## config.mk

```make
export PLATFORM = sky130hd
export DESIGN_NAME = id_stage
export DESIGN_NICKNAME = d
export VERILOG_FILES = /design/src/common/rv_pkg.sv /design/src/hw/id_stage/decoder.sv /design/src/hw/id_stage/imm_gen.sv /design/src/hw/id_stage/reg_file.sv /design/src/hw/id_stage/id_stage.sv
export SDC_FILE = /design/constraint.sdc
export NUM_CORES = 2
export LEC_CHECK = 0
export BUFFER_PORTS_ARGS = -buffer_cell sky130_fd_sc_hd__buf_4
export CAP_MARGIN = 10
export CORE_ASPECT_RATIO = 1.2
export CORE_MARGIN = 1
export CORE_UTILIZATION = 62
export DETAILED_ROUTE_END_ITERATION = 10
export GPL_ROUTABILITY_DRIVEN = 0
export PLACE_DENSITY = 0.8
export RECOVER_POWER = 100
export REMOVE_ABC_BUFFERS = 1
export SLEW_MARGIN = 0
export SYNTH_ARGS = -nofsm -noshare
export SYNTH_HDL_FRONTEND = slang
export SYNTH_SLANG_ARGS = --single-unit
```

## constraint.sdc

```tcl
create_clock -name clk_i -period 4.8 [get_ports clk_i]
set_input_delay 0.72 -clock clk_i [delete_from_list [all_inputs] [get_ports clk_i]]
set_output_delay 0.72 -clock clk_i [all_outputs]
set_load 0.02 [all_outputs]
```

## src/common/rv_pkg.sv

```systemverilog
package rv_pkg;

    // ========================================================================
    // data widths
    // ========================================================================
    typedef logic [31:0] word_t;        // register value, pc, immediate, operand
    typedef logic [31:0] instr_t;
    typedef logic [4:0]  reg_addr_t;
    typedef logic [20:0] alu_op_t;      // {btype, blt, beq, calc[17:0]}
    typedef logic [2:0]  imm_type_t;
    typedef logic [3:0]  dmem_type_t;
    typedef logic [3:0]  wb_src_t;      // one-hot

    // ========================================================================
    // opcodes
    // ========================================================================
    localparam logic [6:0] OPCODE_LOAD   = 7'b0000011;
    localparam logic [6:0] OPCODE_OP_IMM = 7'b0010011;
    localparam logic [6:0] OPCODE_AUIPC  = 7'b0010111;
    localparam logic [6:0] OPCODE_STORE  = 7'b0100011;
    localparam logic [6:0] OPCODE_RTYPE  = 7'b0110011;
    localparam logic [6:0] OPCODE_LUI    = 7'b0110111;
    localparam logic [6:0] OPCODE_BRANCH = 7'b1100011;
    localparam logic [6:0] OPCODE_JALR   = 7'b1100111;
    localparam logic [6:0] OPCODE_JAL    = 7'b1101111;

    // alu calculation codes, one-hot
    localparam logic [17:0] ALUOP_ADD    = 18'h00001;
    localparam logic [17:0] ALUOP_SUB    = 18'h00002;
    localparam logic [17:0] ALUOP_SLL    = 18'h00004;
    localparam logic [17:0] ALUOP_SLT    = 18'h00008;
    localparam logic [17:0] ALUOP_SLTU   = 18'h00010;
    localparam logic [17:0] ALUOP_XOR    = 18'h00020;
    localparam logic [17:0] ALUOP_SRL    = 18'h00040;
    localparam logic [17:0] ALUOP_SRA    = 18'h00080;
    localparam logic [17:0] ALUOP_OR     = 18'h00100;
    localparam logic [17:0] ALUOP_AND    = 18'h00200;
    localparam logic [17:0] ALUOP_MUL    = 18'h00400;  // m extension from here
    localparam logic [17:0] ALUOP_MULH   = 18'h00800;
    localparam logic [17:0] ALUOP_MULHSU = 18'h01000;
    localparam logic [17:0] ALUOP_MULHU  = 18'h02000;
    localparam logic [17:0] ALUOP_DIV    = 18'h04000;
    localparam logic [17:0] ALUOP_DIVU   = 18'h08000;
    localparam logic [17:0] ALUOP_REM    = 18'h10000;
    localparam logic [17:0] ALUOP_REMU   = 18'h20000;

    // immediate formats
    localparam imm_type_t IMM_NO = 3'd0;
    localparam imm_type_t IMM_I  = 3'd1;
    localparam imm_type_t IMM_S  = 3'd2;
    localparam imm_type_t IMM_B  = 3'd3;
    localparam imm_type_t IMM_U  = 3'd4;
    localparam imm_type_t IMM_J  = 3'd5;

    // data memory access
    localparam dmem_type_t DMEM_NONE = 4'd0;
    localparam dmem_type_t DMEM_LB   = 4'd1;
    localparam dmem_type_t DMEM_LH   = 4'd2;
    localparam dmem_type_t DMEM_LW   = 4'd3;
    localparam dmem_type_t DMEM_LBU  = 4'd4;
    localparam dmem_type_t DMEM_LHU  = 4'd5;
    localparam dmem_type_t DMEM_SB   = 4'd6;
    localparam dmem_type_t DMEM_SH   = 4'd7;
    localparam dmem_type_t DMEM_SW   = 4'd8;

    localparam wb_src_t WBSRC_ALU = 4'b0001;
    localparam wb_src_t WBSRC_MEM = 4'b0010;
    localparam wb_src_t WBSRC_PC  = 4'b0100;   // link address for jumps
    localparam wb_src_t WBSRC_IMM = 4'b1000;   // lui

    localparam logic RS1SEL_RF  = 1'b0;
    localparam logic RS1SEL_PC  = 1'b1;
    localparam logic RS2SEL_RF  = 1'b0;
    localparam logic RS2SEL_IMM = 1'b1;

    localparam instr_t INSTR_NOP = 32'h00000013;   // addi x0, x0, 0

    typedef enum logic {ID_IDLE, ID_ACK} id_state_t;

endpackage

```

## src/hw/id_stage/decoder.sv

```systemverilog
module decoder import rv_pkg::*; (
    input  instr_t     instruction_i,
    output alu_op_t    alu_op_o,
    output logic       rs1_sel_o,        // 0 rs1 data, 1 pc
    output logic       rs2_sel_o,        // 0 rs2 data, 1 immediate
    output imm_type_t  imm_type_o,
    output logic       branch_btype_o,
    output logic       branch_jal_o,
    output logic       branch_jalr_o,
    output dmem_type_t dmem_type_o,
    output wb_src_t    wb_src_o,
    output logic       wb_en_o,
    output logic       instr_illegal_o
);

    // ========================================================================
    // instruction fields
    // ========================================================================
    logic [6:0]  opcode;
    logic [2:0]  funct3;
    logic        funct7_b5;              // bit 30, sub/sra select
    logic        mext;                   // bit 25, m extension in r-type
    logic [17:0] alu_calc;
    logic        beq;
    logic        blt;

    assign opcode    = instruction_i[6:0];
    assign funct3    = instruction_i[14:12];
    assign funct7_b5 = instruction_i[30];
    assign mext      = instruction_i[25];

    assign alu_op_o = {branch_btype_o, blt, beq, alu_calc};

    // ========================================================================
    // main decode
    // ========================================================================
    always_comb begin
        alu_calc        = ALUOP_ADD;
        rs1_sel_o       = RS1SEL_RF;
        rs2_sel_o       = RS2SEL_IMM;
        imm_type_o      = IMM_NO;
        beq             = 1'b0;
        blt             = 1'b0;
        branch_btype_o  = 1'b0;
        branch_jal_o    = 1'b0;
        branch_jalr_o   = 1'b0;
        dmem_type_o     = DMEM_NONE;
        wb_src_o        = WBSRC_ALU;
        wb_en_o         = 1'b0;
        instr_illegal_o = 1'b0;
        case (opcode)
            OPCODE_LOAD: begin
                imm_type_o = IMM_I;
                wb_src_o   = WBSRC_MEM;
                wb_en_o    = 1'b1;
                case (funct3)
                    3'b000:  dmem_type_o = DMEM_LB;
                    3'b001:  dmem_type_o = DMEM_LH;
                    3'b010:  dmem_type_o = DMEM_LW;
                    3'b100:  dmem_type_o = DMEM_LBU;
                    3'b101:  dmem_type_o = DMEM_LHU;
                    default: instr_illegal_o = 1'b1;
                endcase
            end
            OPCODE_OP_IMM: begin
                imm_type_o = IMM_I;
                wb_en_o    = (instruction_i != INSTR_NOP);   // nop writes nothing
                case (funct3)
                    3'b000: alu_calc = ALUOP_ADD;
                    3'b001: alu_calc = ALUOP_SLL;
                    3'b010: alu_calc = ALUOP_SLT;
                    3'b011: alu_calc = ALUOP_SLTU;
                    3'b100: alu_calc = ALUOP_XOR;
                    3'b101: alu_calc = funct7_b5 ? ALUOP_SRA : ALUOP_SRL;
                    3'b110: alu_calc = ALUOP_OR;
                    3'b111: alu_calc = ALUOP_AND;
                endcase
            end
            OPCODE_AUIPC: begin
                imm_type_o = IMM_U;
                rs1_sel_o  = RS1SEL_PC;
                wb_en_o    = 1'b1;
            end
            OPCODE_STORE: begin
                imm_type_o = IMM_S;
                rs2_sel_o  = RS2SEL_RF;          // rs2 carries store data path
                case (funct3)
                    3'b000:  dmem_type_o = DMEM_SB;
                    3'b001:  dmem_type_o = DMEM_SH;
                    3'b010:  dmem_type_o = DMEM_SW;
                    default: instr_illegal_o = 1'b1;
                endcase
            end
            OPCODE_RTYPE: begin
                rs2_sel_o = RS2SEL_RF;
                wb_en_o   = 1'b1;
                if (!mext) begin
                    case (funct3)
                        3'b000: alu_calc = funct7_b5 ? ALUOP_SUB : ALUOP_ADD;
                        3'b001: alu_calc = ALUOP_SLL;
                        3'b010: alu_calc = ALUOP_SLT;
                        3'b011: alu_calc = ALUOP_SLTU;
                        3'b100: alu_calc = ALUOP_XOR;
                        3'b101: alu_calc = funct7_b5 ? ALUOP_SRA : ALUOP_SRL;
                        3'b110: alu_calc = ALUOP_OR;
                        3'b111: alu_calc = ALUOP_AND;
                    endcase
                end else begin
                    case (funct3)
                        3'b000: alu_calc = ALUOP_MUL;
                        3'b001: alu_calc = ALUOP_MULH;
                        3'b010: alu_calc = ALUOP_MULHSU;
                        3'b011: alu_calc = ALUOP_MULHU;
                        3'b100: alu_calc = ALUOP_DIV;
                        3'b101: alu_calc = ALUOP_DIVU;
                        3'b110: alu_calc = ALUOP_REM;
                        3'b111: alu_calc = ALUOP_REMU;
                    endcase
                end
            end
            OPCODE_LUI: begin
                imm_type_o = IMM_U;
                wb_src_o   = WBSRC_IMM;
                wb_en_o    = 1'b1;
            end
            OPCODE_BRANCH: begin
                imm_type_o     = IMM_B;
                branch_btype_o = 1'b1;
                rs2_sel_o      = RS2SEL_RF;
                case (funct3)
                    3'b000: begin               // beq
                        alu_calc = ALUOP_SUB;
                        beq      = 1'b1;
                    end
                    3'b001: alu_calc = ALUOP_SUB;   // bne
                    3'b100: begin               // blt
                        alu_calc = ALUOP_SLT;
                        blt      = 1'b1;
                    end
                    3'b101: alu_calc = ALUOP_SLT;   // bge
                    3'b110: begin               // bltu
                        alu_calc = ALUOP_SLTU;
                        blt      = 1'b1;
                    end
                    3'b111: alu_calc = ALUOP_SLTU;  // bgeu
                    default: instr_illegal_o = 1'b1;
                endcase
            end
            OPCODE_JALR: begin
                imm_type_o    = IMM_I;
                branch_jalr_o = 1'b1;
                wb_src_o      = WBSRC_PC;
                wb_en_o       = 1'b1;
            end
            OPCODE_JAL: begin
                imm_type_o   = IMM_J;
                branch_jal_o = 1'b1;
                wb_src_o     = WBSRC_PC;
                wb_en_o      = 1'b1;
            end
            default: instr_illegal_o = 1'b1;   // system/csr land here too
        endcase
    end

endmodule

```

## src/hw/id_stage/imm_gen.sv

```systemverilog
module imm_gen import rv_pkg::*; (
    input  instr_t    instruction_i,
    input  imm_type_t imm_type_i,
    output word_t     imm_o
);

    logic sign;

    assign sign = instruction_i[31];    // every format extends from bit 31

    always_comb begin
        case (imm_type_i)
            IMM_I: imm_o = {{20{sign}}, instruction_i[31:20]};
            IMM_S: imm_o = {{20{sign}}, instruction_i[31:25], instruction_i[11:7]};
            IMM_B: begin
                imm_o = {{19{sign}}, instruction_i[31], instruction_i[7],
                         instruction_i[30:25], instruction_i[11:8], 1'b0};
            end
            IMM_U: imm_o = {instruction_i[31:12], 12'b0};
            IMM_J: begin
                imm_o = {{11{sign}}, instruction_i[31], instruction_i[19:12],
                         instruction_i[20], instruction_i[30:21], 1'b0};
            end
            default: imm_o = '0;         // IMM_NO and unused codes
        endcase
    end

endmodule

```

## src/hw/id_stage/reg_file.sv

```systemverilog
module reg_file import rv_pkg::*; (
    input  logic      clk_i,
    input  logic      rst_n_i,
    input  reg_addr_t rs1_addr_i,
    input  reg_addr_t rs2_addr_i,
    input  logic      we_i,
    input  reg_addr_t rd_addr_i,
    input  word_t     rd_data_i,
    output word_t     rs1_data_o,
    output word_t     rs2_data_o
);

    word_t regs_q [31:1];   // x0 has no storage

    always_ff @(posedge clk_i or negedge rst_n_i) begin
        if (!rst_n_i) begin
            for (int i = 1; i < 32; i++) begin
                regs_q[i] <= '0;
            end
        end else if (we_i && rd_addr_i != '0) begin
            regs_q[rd_addr_i] <= rd_data_i;
        end
    end

    // no bypass, same-cycle read sees the old value
    assign rs1_data_o = (rs1_addr_i == '0) ? '0 : regs_q[rs1_addr_i];
    assign rs2_data_o = (rs2_addr_i == '0) ? '0 : regs_q[rs2_addr_i];

    // a write aimed at x0 leaves every entry unchanged
    a_x0_untouched: assert property (
        @(posedge clk_i) disable iff (!rst_n_i)
        (we_i && rd_addr_i == '0) |=> (!$stable(rs1_addr_i) || $stable(rs1_data_o))
    );

    a_write_then_read: assert property (
        @(posedge clk_i) disable iff (!rst_n_i)
        (we_i && rd_addr_i != '0) |=>
            (rs1_addr_i != $past(rd_addr_i) || rs1_data_o == $past(rd_data_i))
    );

endmodule

```

## src/hw/id_stage/id_stage.sv

```systemverilog
module id_stage import rv_pkg::*; (
    input  logic       clk_i,
    input  logic       rst_n_i,
    // fetch side, four-phase req/ack
    input  logic       req_i,
    input  instr_t     instr_i,
    input  word_t      pc_i,
    // write-back port
    input  logic       wb_we_i,
    input  reg_addr_t  wb_rd_i,
    input  word_t      wb_data_i,
    output logic       ack_o,
    output alu_op_t    alu_op_o,
    output word_t      op_a_o,
    output word_t      op_b_o,
    output word_t      imm_o,
    output word_t      rs2_data_o,
    output reg_addr_t  rd_o,
    output dmem_type_t dmem_type_o,
    output wb_src_t    wb_src_o,
    output logic       wb_en_o,
    output logic       branch_btype_o,
    output logic       branch_jal_o,
    output logic       branch_jalr_o,
    output logic       illegal_o
);

    // ========================================================================
    // decode and operand paths
    // ========================================================================
    alu_op_t    dec_alu_op;
    logic       dec_rs1_sel, dec_rs2_sel;
    imm_type_t  dec_imm_type;
    logic       dec_btype, dec_jal, dec_jalr;
    dmem_type_t dec_dmem_type;
    wb_src_t    dec_wb_src;
    logic       dec_wb_en, dec_illegal;
    word_t      imm, rs1_data, rs2_data;
    word_t      op_a, op_b;
    id_state_t  state_q;
    logic       capture;

    decoder u_decoder (
        .instruction_i   (instr_i),
        .alu_op_o        (dec_alu_op),
        .rs1_sel_o       (dec_rs1_sel),
        .rs2_sel_o       (dec_rs2_sel),
        .imm_type_o      (dec_imm_type),
        .branch_btype_o  (dec_btype),
        .branch_jal_o    (dec_jal),
        .branch_jalr_o   (dec_jalr),
        .dmem_type_o     (dec_dmem_type),
        .wb_src_o        (dec_wb_src),
        .wb_en_o         (dec_wb_en),
        .instr_illegal_o (dec_illegal)
    );

    imm_gen u_imm_gen (
        .instruction_i (instr_i),
        .imm_type_i    (dec_imm_type),
        .imm_o         (imm)
    );

    reg_file u_reg_file (
        .clk_i      (clk_i),
        .rst_n_i    (rst_n_i),
        .rs1_addr_i (instr_i[19:15]),
        .rs2_addr_i (instr_i[24:20]),
        .we_i       (wb_we_i),
        .rd_addr_i  (wb_rd_i),
        .rd_data_i  (wb_data_i),
        .rs1_data_o (rs1_data),
        .rs2_data_o (rs2_data)
    );

    assign op_a = (dec_rs1_sel == RS1SEL_PC) ? pc_i : rs1_data;   // auipc
    assign op_b = (dec_rs2_sel == RS2SEL_IMM) ? imm : rs2_data;

    // ========================================================================
    // handshake controller and output bank
    // ========================================================================
    assign capture = (state_q == ID_IDLE) && req_i;
    assign ack_o   = (state_q == ID_ACK);

    always_ff @(posedge clk_i or negedge rst_n_i) begin
        if (!rst_n_i) begin
            state_q <= ID_IDLE;
        end else begin
            case (state_q)
                ID_IDLE: if (req_i) state_q <= ID_ACK;
                ID_ACK:  if (!req_i) state_q <= ID_IDLE;   // fetch dropped req
                default: state_q <= ID_IDLE;
            endcase
        end
    end

    // control part of the bundle
    always_ff @(posedge clk_i or negedge rst_n_i) begin
        if (!rst_n_i) begin
            dmem_type_o    <= DMEM_NONE;
            wb_en_o        <= 1'b0;
            branch_btype_o <= 1'b0;
            branch_jal_o   <= 1'b0;
            branch_jalr_o  <= 1'b0;
            illegal_o      <= 1'b0;
        end else if (capture) begin
            dmem_type_o    <= dec_dmem_type;
            wb_en_o        <= dec_wb_en;
            branch_btype_o <= dec_btype;
            branch_jal_o   <= dec_jal;
            branch_jalr_o  <= dec_jalr;
            illegal_o      <= dec_illegal;
        end
    end

    // data part of the bundle
    always_ff @(posedge clk_i) begin
        if (capture) begin
            alu_op_o   <= dec_alu_op;
            op_a_o     <= op_a;
            op_b_o     <= op_b;
            imm_o      <= imm;
            rs2_data_o <= rs2_data;
            rd_o       <= instr_i[11:7];
            wb_src_o   <= dec_wb_src;
        end
    end

    a_bundle_frozen: assert property (
        @(posedge clk_i) disable iff (!rst_n_i)
        ack_o |=> $stable({alu_op_o, op_a_o, op_b_o, imm_o, rs2_data_o, rd_o,
                           dmem_type_o, wb_src_o, wb_en_o, branch_btype_o,
                           branch_jal_o, branch_jalr_o, illegal_o})
    );

    a_ack_needs_req: assert property (
        @(posedge clk_i) disable iff (!rst_n_i)
        $rose(ack_o) |-> $past(req_i)
    );

endmodule

```

## After elaboration in Yosys (flattened, before gate mapping)

Memories as Yosys holds them, arrays and structs flattened.
Index checks and enable logic that the tools add are counted.

- Order comparisons: 4
- Eq/ne operators: 22
- Multiplexer cells: 36
- Bitwise logic cells: 1
- Reduce and logical (&&, ||, !) cells: 20

Operator list:

| cell | count |
|---|---|
| $bwmux 992 | 1 |
| $bmux 32 s5 | 2 |
| $pmux 18 s8 | 2 |
| $mux 32 | 7 |
| $demux 32 s5 | 1 |
| $pmux 32 s5 | 1 |
| $pmux 18 s3 | 1 |
| $ne 32x5->1 const B | 1 |
| $pmux 3 s5 | 2 |
| $pmux 4 s3 | 2 |
| $eq 7x6->1 const B | 3 |
| $eq 7x7->1 const B | 3 |
| $eq 3x3->1 const B | 6 |
| $lt 5x6->1 const B | 3 |
| $mux 18 | 1 |
| $reduce_or 6->1 | 3 |
| $pmux 5 s3 | 1 |
| $eq 7x5->1 const B | 2 |
| $eq 3x2->1 const B | 4 |
| $reduce_or 2->1 | 6 |
| $logic_not 5->1 | 2 |
| $mux 1 | 10 |
| $reduce_or 3->1 | 3 |
| $mux 8 | 1 |
| 12 further kinds | 15 |

- Register bits: 1160
- ROM bits: 64
- Logic and storage cells: 130
- Memories: 1

Memory list:

| memory | words | bits a word | rd ports | clocked after Yosys merged registers in | write ports | RTL line | RTL |
|---|---|---|---|---|---|---|---|
| (no name shown) | 8 | 8 | 1 | 0 | 0 | decoder.sv:109 | `case (funct3)` |

## Logic depth before layout (Yosys ltp)

- Depth after elaboration: 6
- Gate-level depth with buffers: 10
- Depth with buffers taken out: 6

## Hierarchy

A second synthesis with hierarchy kept.

- Cell total of the unflattened synthesis: 3985
- Area total of the unflattened synthesis: 60633.2 um2

By module, submodules not included:

| module | times used | cells an instance | area an instance (um2) | sequential area each (um2) |
|---|---|---|---|---|
| reg_file | 1 | 3566 | 53442.5 | 24823.8 |
| id_stage | 1 | 251 | 6209.7 | 4994.8 |
| decoder | 1 | 102 | 590.6 | 0.0 |
| imm_gen | 1 | 66 | 390.4 | 0.0 |

## Least setup slack after synthesis

No wires, ideal clock.

- Path kind: in2reg
- From: input port req_i
- To: register branch_jal_o
- Library setup time: 81 ps
- Data arrival time: 4521 ps
- Slack: 198 ps
- Cell stages on the path: 3
- Path buffers: 0
- Path through: nand2b_1 -> inv_1 -> mux2_2

- Word-level cells in the longest chain between the ends: 1

Ends and longest elaborated chain:

| element | RTL line | RTL |
|---|---|---|
| start, declared | id_stage.sv:5 | `input logic req_i,` |
| $logic_and 1x1->1 | id_stage.sv:82 | `assign capture = (state_q == ID_IDLE) && req_i;` |
| via capture | id_stage.sv:41 | `logic capture;` |
| end signal, assigned | id_stage.sv:110 | `branch_jal_o <= dec_jal;` |
| end, declared | id_stage.sv:23 | `output logic branch_jal_o,` |

The timed path passes the listed nets, and every way through them passes these cells.
A chain may end at the register's enable or synchronous reset.

## Worst setup path in the final report

- From: input port instr_i[21]
- To: register op_b_o[20], data pin

- Word-level cells in the longest chain between the ends: 4

Ends and longest elaborated chain:

| element | RTL line | RTL |
|---|---|---|
| start, declared | id_stage.sv:6 | `input instr_t instr_i,` |
| $bmux 32 s5 | reg_file.sv:27 | `assign rs2_data_o = (rs2_addr_i == '0) ? '0 : regs_q[rs2_addr_i];` |
| $mux 32 (not written as such) | reg_file.sv:27 |  |
| $mux 32 (*) | reg_file.sv:27 |  |
| via rs2_data[20] | id_stage.sv:38 | `word_t imm, rs1_data, rs2_data;` |
| $mux 32 (*) | id_stage.sv:77 | `assign op_b = (dec_rs2_sel == RS2SEL_IMM) ? imm : rs2_data;` |
| via op_b[20] | id_stage.sv:39 | `word_t op_a, op_b;` |
| end signal, assigned | id_stage.sv:121 | `op_b_o <= op_b;` |
| end, declared | id_stage.sv:15 | `output word_t op_b_o,` |

Mark *: on every way through the listed nets, which the timed path passes. The rest lies on a longest branch. The select of a mux whose other input is x is not followed.

==> run_results.csv <==
group,metric,value,unit
floorplan,chipWidth,286,um
critical_path,cpMaxStageDelayCell,"clkbuf_1",
finish,drive_above_1_share,41.2,%
critical_path,worst-path-max-fanout,32,
global_route,grt_max_degree,137,
place,placed_cells,5464,
synthesis,synth_ff_type,"dfrtp_1",
clocking,clk-insertion-delay-late,730,ps
floorplan,initial_core_util,62.7,%
route,vias_per_cell,7.37,
pwr,p_per_area,417,mW/mm^2
synthesis,netlist_instances,4224,
critical_path,max_stage_delay,1320,ps
global_route,gr-total-overflow,0,
synthesis,synth.ff_latch_count,1160,
clocking,cts_buffers,113,
finish,final_cells,5684,
route,firstDrtPassIters,6,
synthesis,synth-edff-count,158,
clocking,cts_tree,"yes",
timing,worst_pin_slew,3730,ps
pwr,p_leak,28.5,nW
global_route,grt_usage,40.1,%
clocking,clk_pin_slew,70,ps
finish,layout_commonest_cell,"mux2_2",
finish,area_growth,10.4,%
clocking,cts_buffer_depth,3,
synthesis,yosys.area.top_type,"dfrtp_1",
timing,rsz0062_at_grt,"no",
global_route,antenna_found_initial,10,
pwr,vdd_drop_max,0.356,mV
critical_path,worstPathRequired,5380,ps
route,drcViolationCount,0,
route,vias,41900,
place,portBuffers,272,
timing,max_slew_margin,-149,%
route,drtIter0Drc,5276,
route,wl,195,mm
flow_run,drv_cap,35,
timing,final.period_utilization,81.2,%
global_route,grt_pass1_wl,285,mm
critical_path,criticalPathCategory,"in2reg",
timing,skew,36.3,ps
global_route,first_global_vias,42300,
status,status,"finished with violations",
timing,maxSlewViolCount,955,
route,wl_per_cell,34.4,um
synthesis,syn_area,0.0598,mm^2
place,dp_hpwl,117,mm
timing,max_freq,0.256,GHz
critical_path,endpoint_kind,"flip-flop",
timing,finalWorstSetupSlack,900,ps
synthesis,yosysWarnings,0,
clocking,htreeDepth,3,
timing,period_minus_slack,3900,ps
critical_path,crit_top_cell,"buf_4",
floorplan,die_h,342,um
clocking,cts-root-buf,"clkbuf_16",
synthesis,ys_seq_area_share,49.8,%
clocking,cts.sink_count,1160,
hold_path,hold_class,"in2reg",
floorplan,die-area,0.0978,mm^2
finish,fin_nets,4424,
synthesis,yosysUniqueCellTypes,59,
route,ant_nets,0,
finish,final_area,0.0660,mm^2
clocking,cts_hold_buf,0,
synthesis,synthArstFlopShare,86.4,%
floorplan,ioPinCount,273,
finish,n_fill_cell,6658,
finish,final_cell_mix,"mux2_2 (1079), dfrtp_1 (1002), mux2i_1 (316)",
status,violations,"capacitance limit, slew limit",
clocking,cts_resized,0,
floorplan,placementRows,124,
floorplan,core_area,0.0954,mm^2
critical_path,crit_arrival,4480,ps
timing,final.setup.tns,0,ps
synthesis,synth_area_leaders,"dfrtp_1 (42%), mux2_2 (20%), mux4_2 (11%)",
clocking,cts_setup_buffers,0,
synthesis,syn_area_per_cell,14.2,um^2
timing,finalSetupViolations,0,
timing,hold_viol,0,
synthesis,yosys.area.top_type_share,41.9,%
critical_path,cp_cell_sequence,"buf_4 -> clkbuf_1 -> nor3_1 -> nor3_2 -> buf_4 -> nand3_1 -> nand4_1 -> a221o_1",
critical_path,startpoint_type,"primary input",
place,dp_slack,1230,ps
place,postPlaceCellArea,0.0630,mm^2
[synth_stat cells, drive strengths merged (3+ instances only)]
cell and count:
and2 11, a32o 6, a21o 8, o21ai 9, o41ai 3, a21oi 65, nor2 62, nor4 7
a221oi 12, nand3 135, a211oi 4, nand2 126, a221o 56, a22o 32, nand3b 9, edfxtp 158
nand2b 57, buf 197, o31ai 15, o22ai 3, nor3b 5, o221ai 26, nand4 34, nor3 16
and3b 3, a2111oi 3, and3 9, mux4 303, dfrtp 1002, clkbuf 231, o211ai 7, a22oi 169
mux2 1087, mux2i 316, or2 3, nor2b 7, inv 9
[critical path, delay by kind of cell]
kind	cells	cell delay, ps
AOI/OAI and AO/OA	1	230
buffers and inverters	3	2440
and+or+nand+nor	4	1050
[where the power goes]
part	leakage, nW	switching, W	internal [W]	total, W
sequential	14.4	0.00135	0.0117	0.0131
clock	1.92	0.00397	0.00534	0.00931
combinational	12.2	0.00225	0.00292	0.00517
total	28.5	0.00756	0.0200	0.0275
[routing by layer]
layer	GRT usage, %	vias to the layer above	wire (um)
met4	28.8	8	16100
met1	49.9	21700	68000
li1	-	16400	-
met5	0	-	54
met2	62.0	2957	90400
met3	9.27	863	20700
[area by class of cell]
type,count,area [um^2],area share (%)
Clock buffer,155,3220,4.87
Timing Repair Buffer,408,2520,3.82
Clock inverter,61,664,1.01
Tap cell,1260,1580,2.39
Sequential cell,1160,29800,45.2
Antenna cell,4,10.0,0.0152
Multi-Input combinational cell,2626,28200,42.7
Inverter,10,45.0,0.0682
[metrics by stage]
step / utilization, % / total power [W] / hold WS [ps]
2_1_floorplan: - / 0.0163 / 424
3_3_place_gp: 66.1 / 0.0180 / 465
3_5_place_dp: 66.1 / 0.0183 / 480
4_1_cts: 70.1 / 0.0275 / 32.8
5_1_grt: 69.2 / 0.0284 / 135
6_report: 69.2 / 0.0275 / 136
[worst paths after layout]
path                                startpoint                      to  slack, ps  cells past startpoint
worst max-delay path               instr_i[21]              op_b_o[20]        900                      8
min in group asynchronous              rst_n_i   u_reg_file.regs_q[85]        740                      1
worst max register to register           ack_o          rs2_data_o[14]       1400                      3
worst min-delay path                     req_i                   ack_o        140                      1
max in group asynchronous              rst_n_i  u_reg_file.regs_q[915]       1500                      2
worst min register to register  dmem_type_o[2]          dmem_type_o[2]        500                      2
[cells by family after synthesis]
family / synth area share (%)
AOI/OAI and AO/OA: 5.50
xor gates and xnor gates: 0.0293
buffers and inverters: 3.40
DFF: 49.8
muxes: 37.1
and+or+nand+nor: 4.09
[state kept, by name (all words and copies together) (netlist names)]
register and cells:
u_reg_file.regs_q 992, imm_o 32, op_a_o 32, op_b_o 32
rs2_data_o 32, alu_op_o 21, rd_o 5, dmem_type_o 4
wb_src_o 4, ack_o 1, branch_btype_o 1, branch_jal_o 1
branch_jalr_o 1, illegal_o 1, wb_en_o 1
Note: power is estimated with default switching activity, not from simulation.
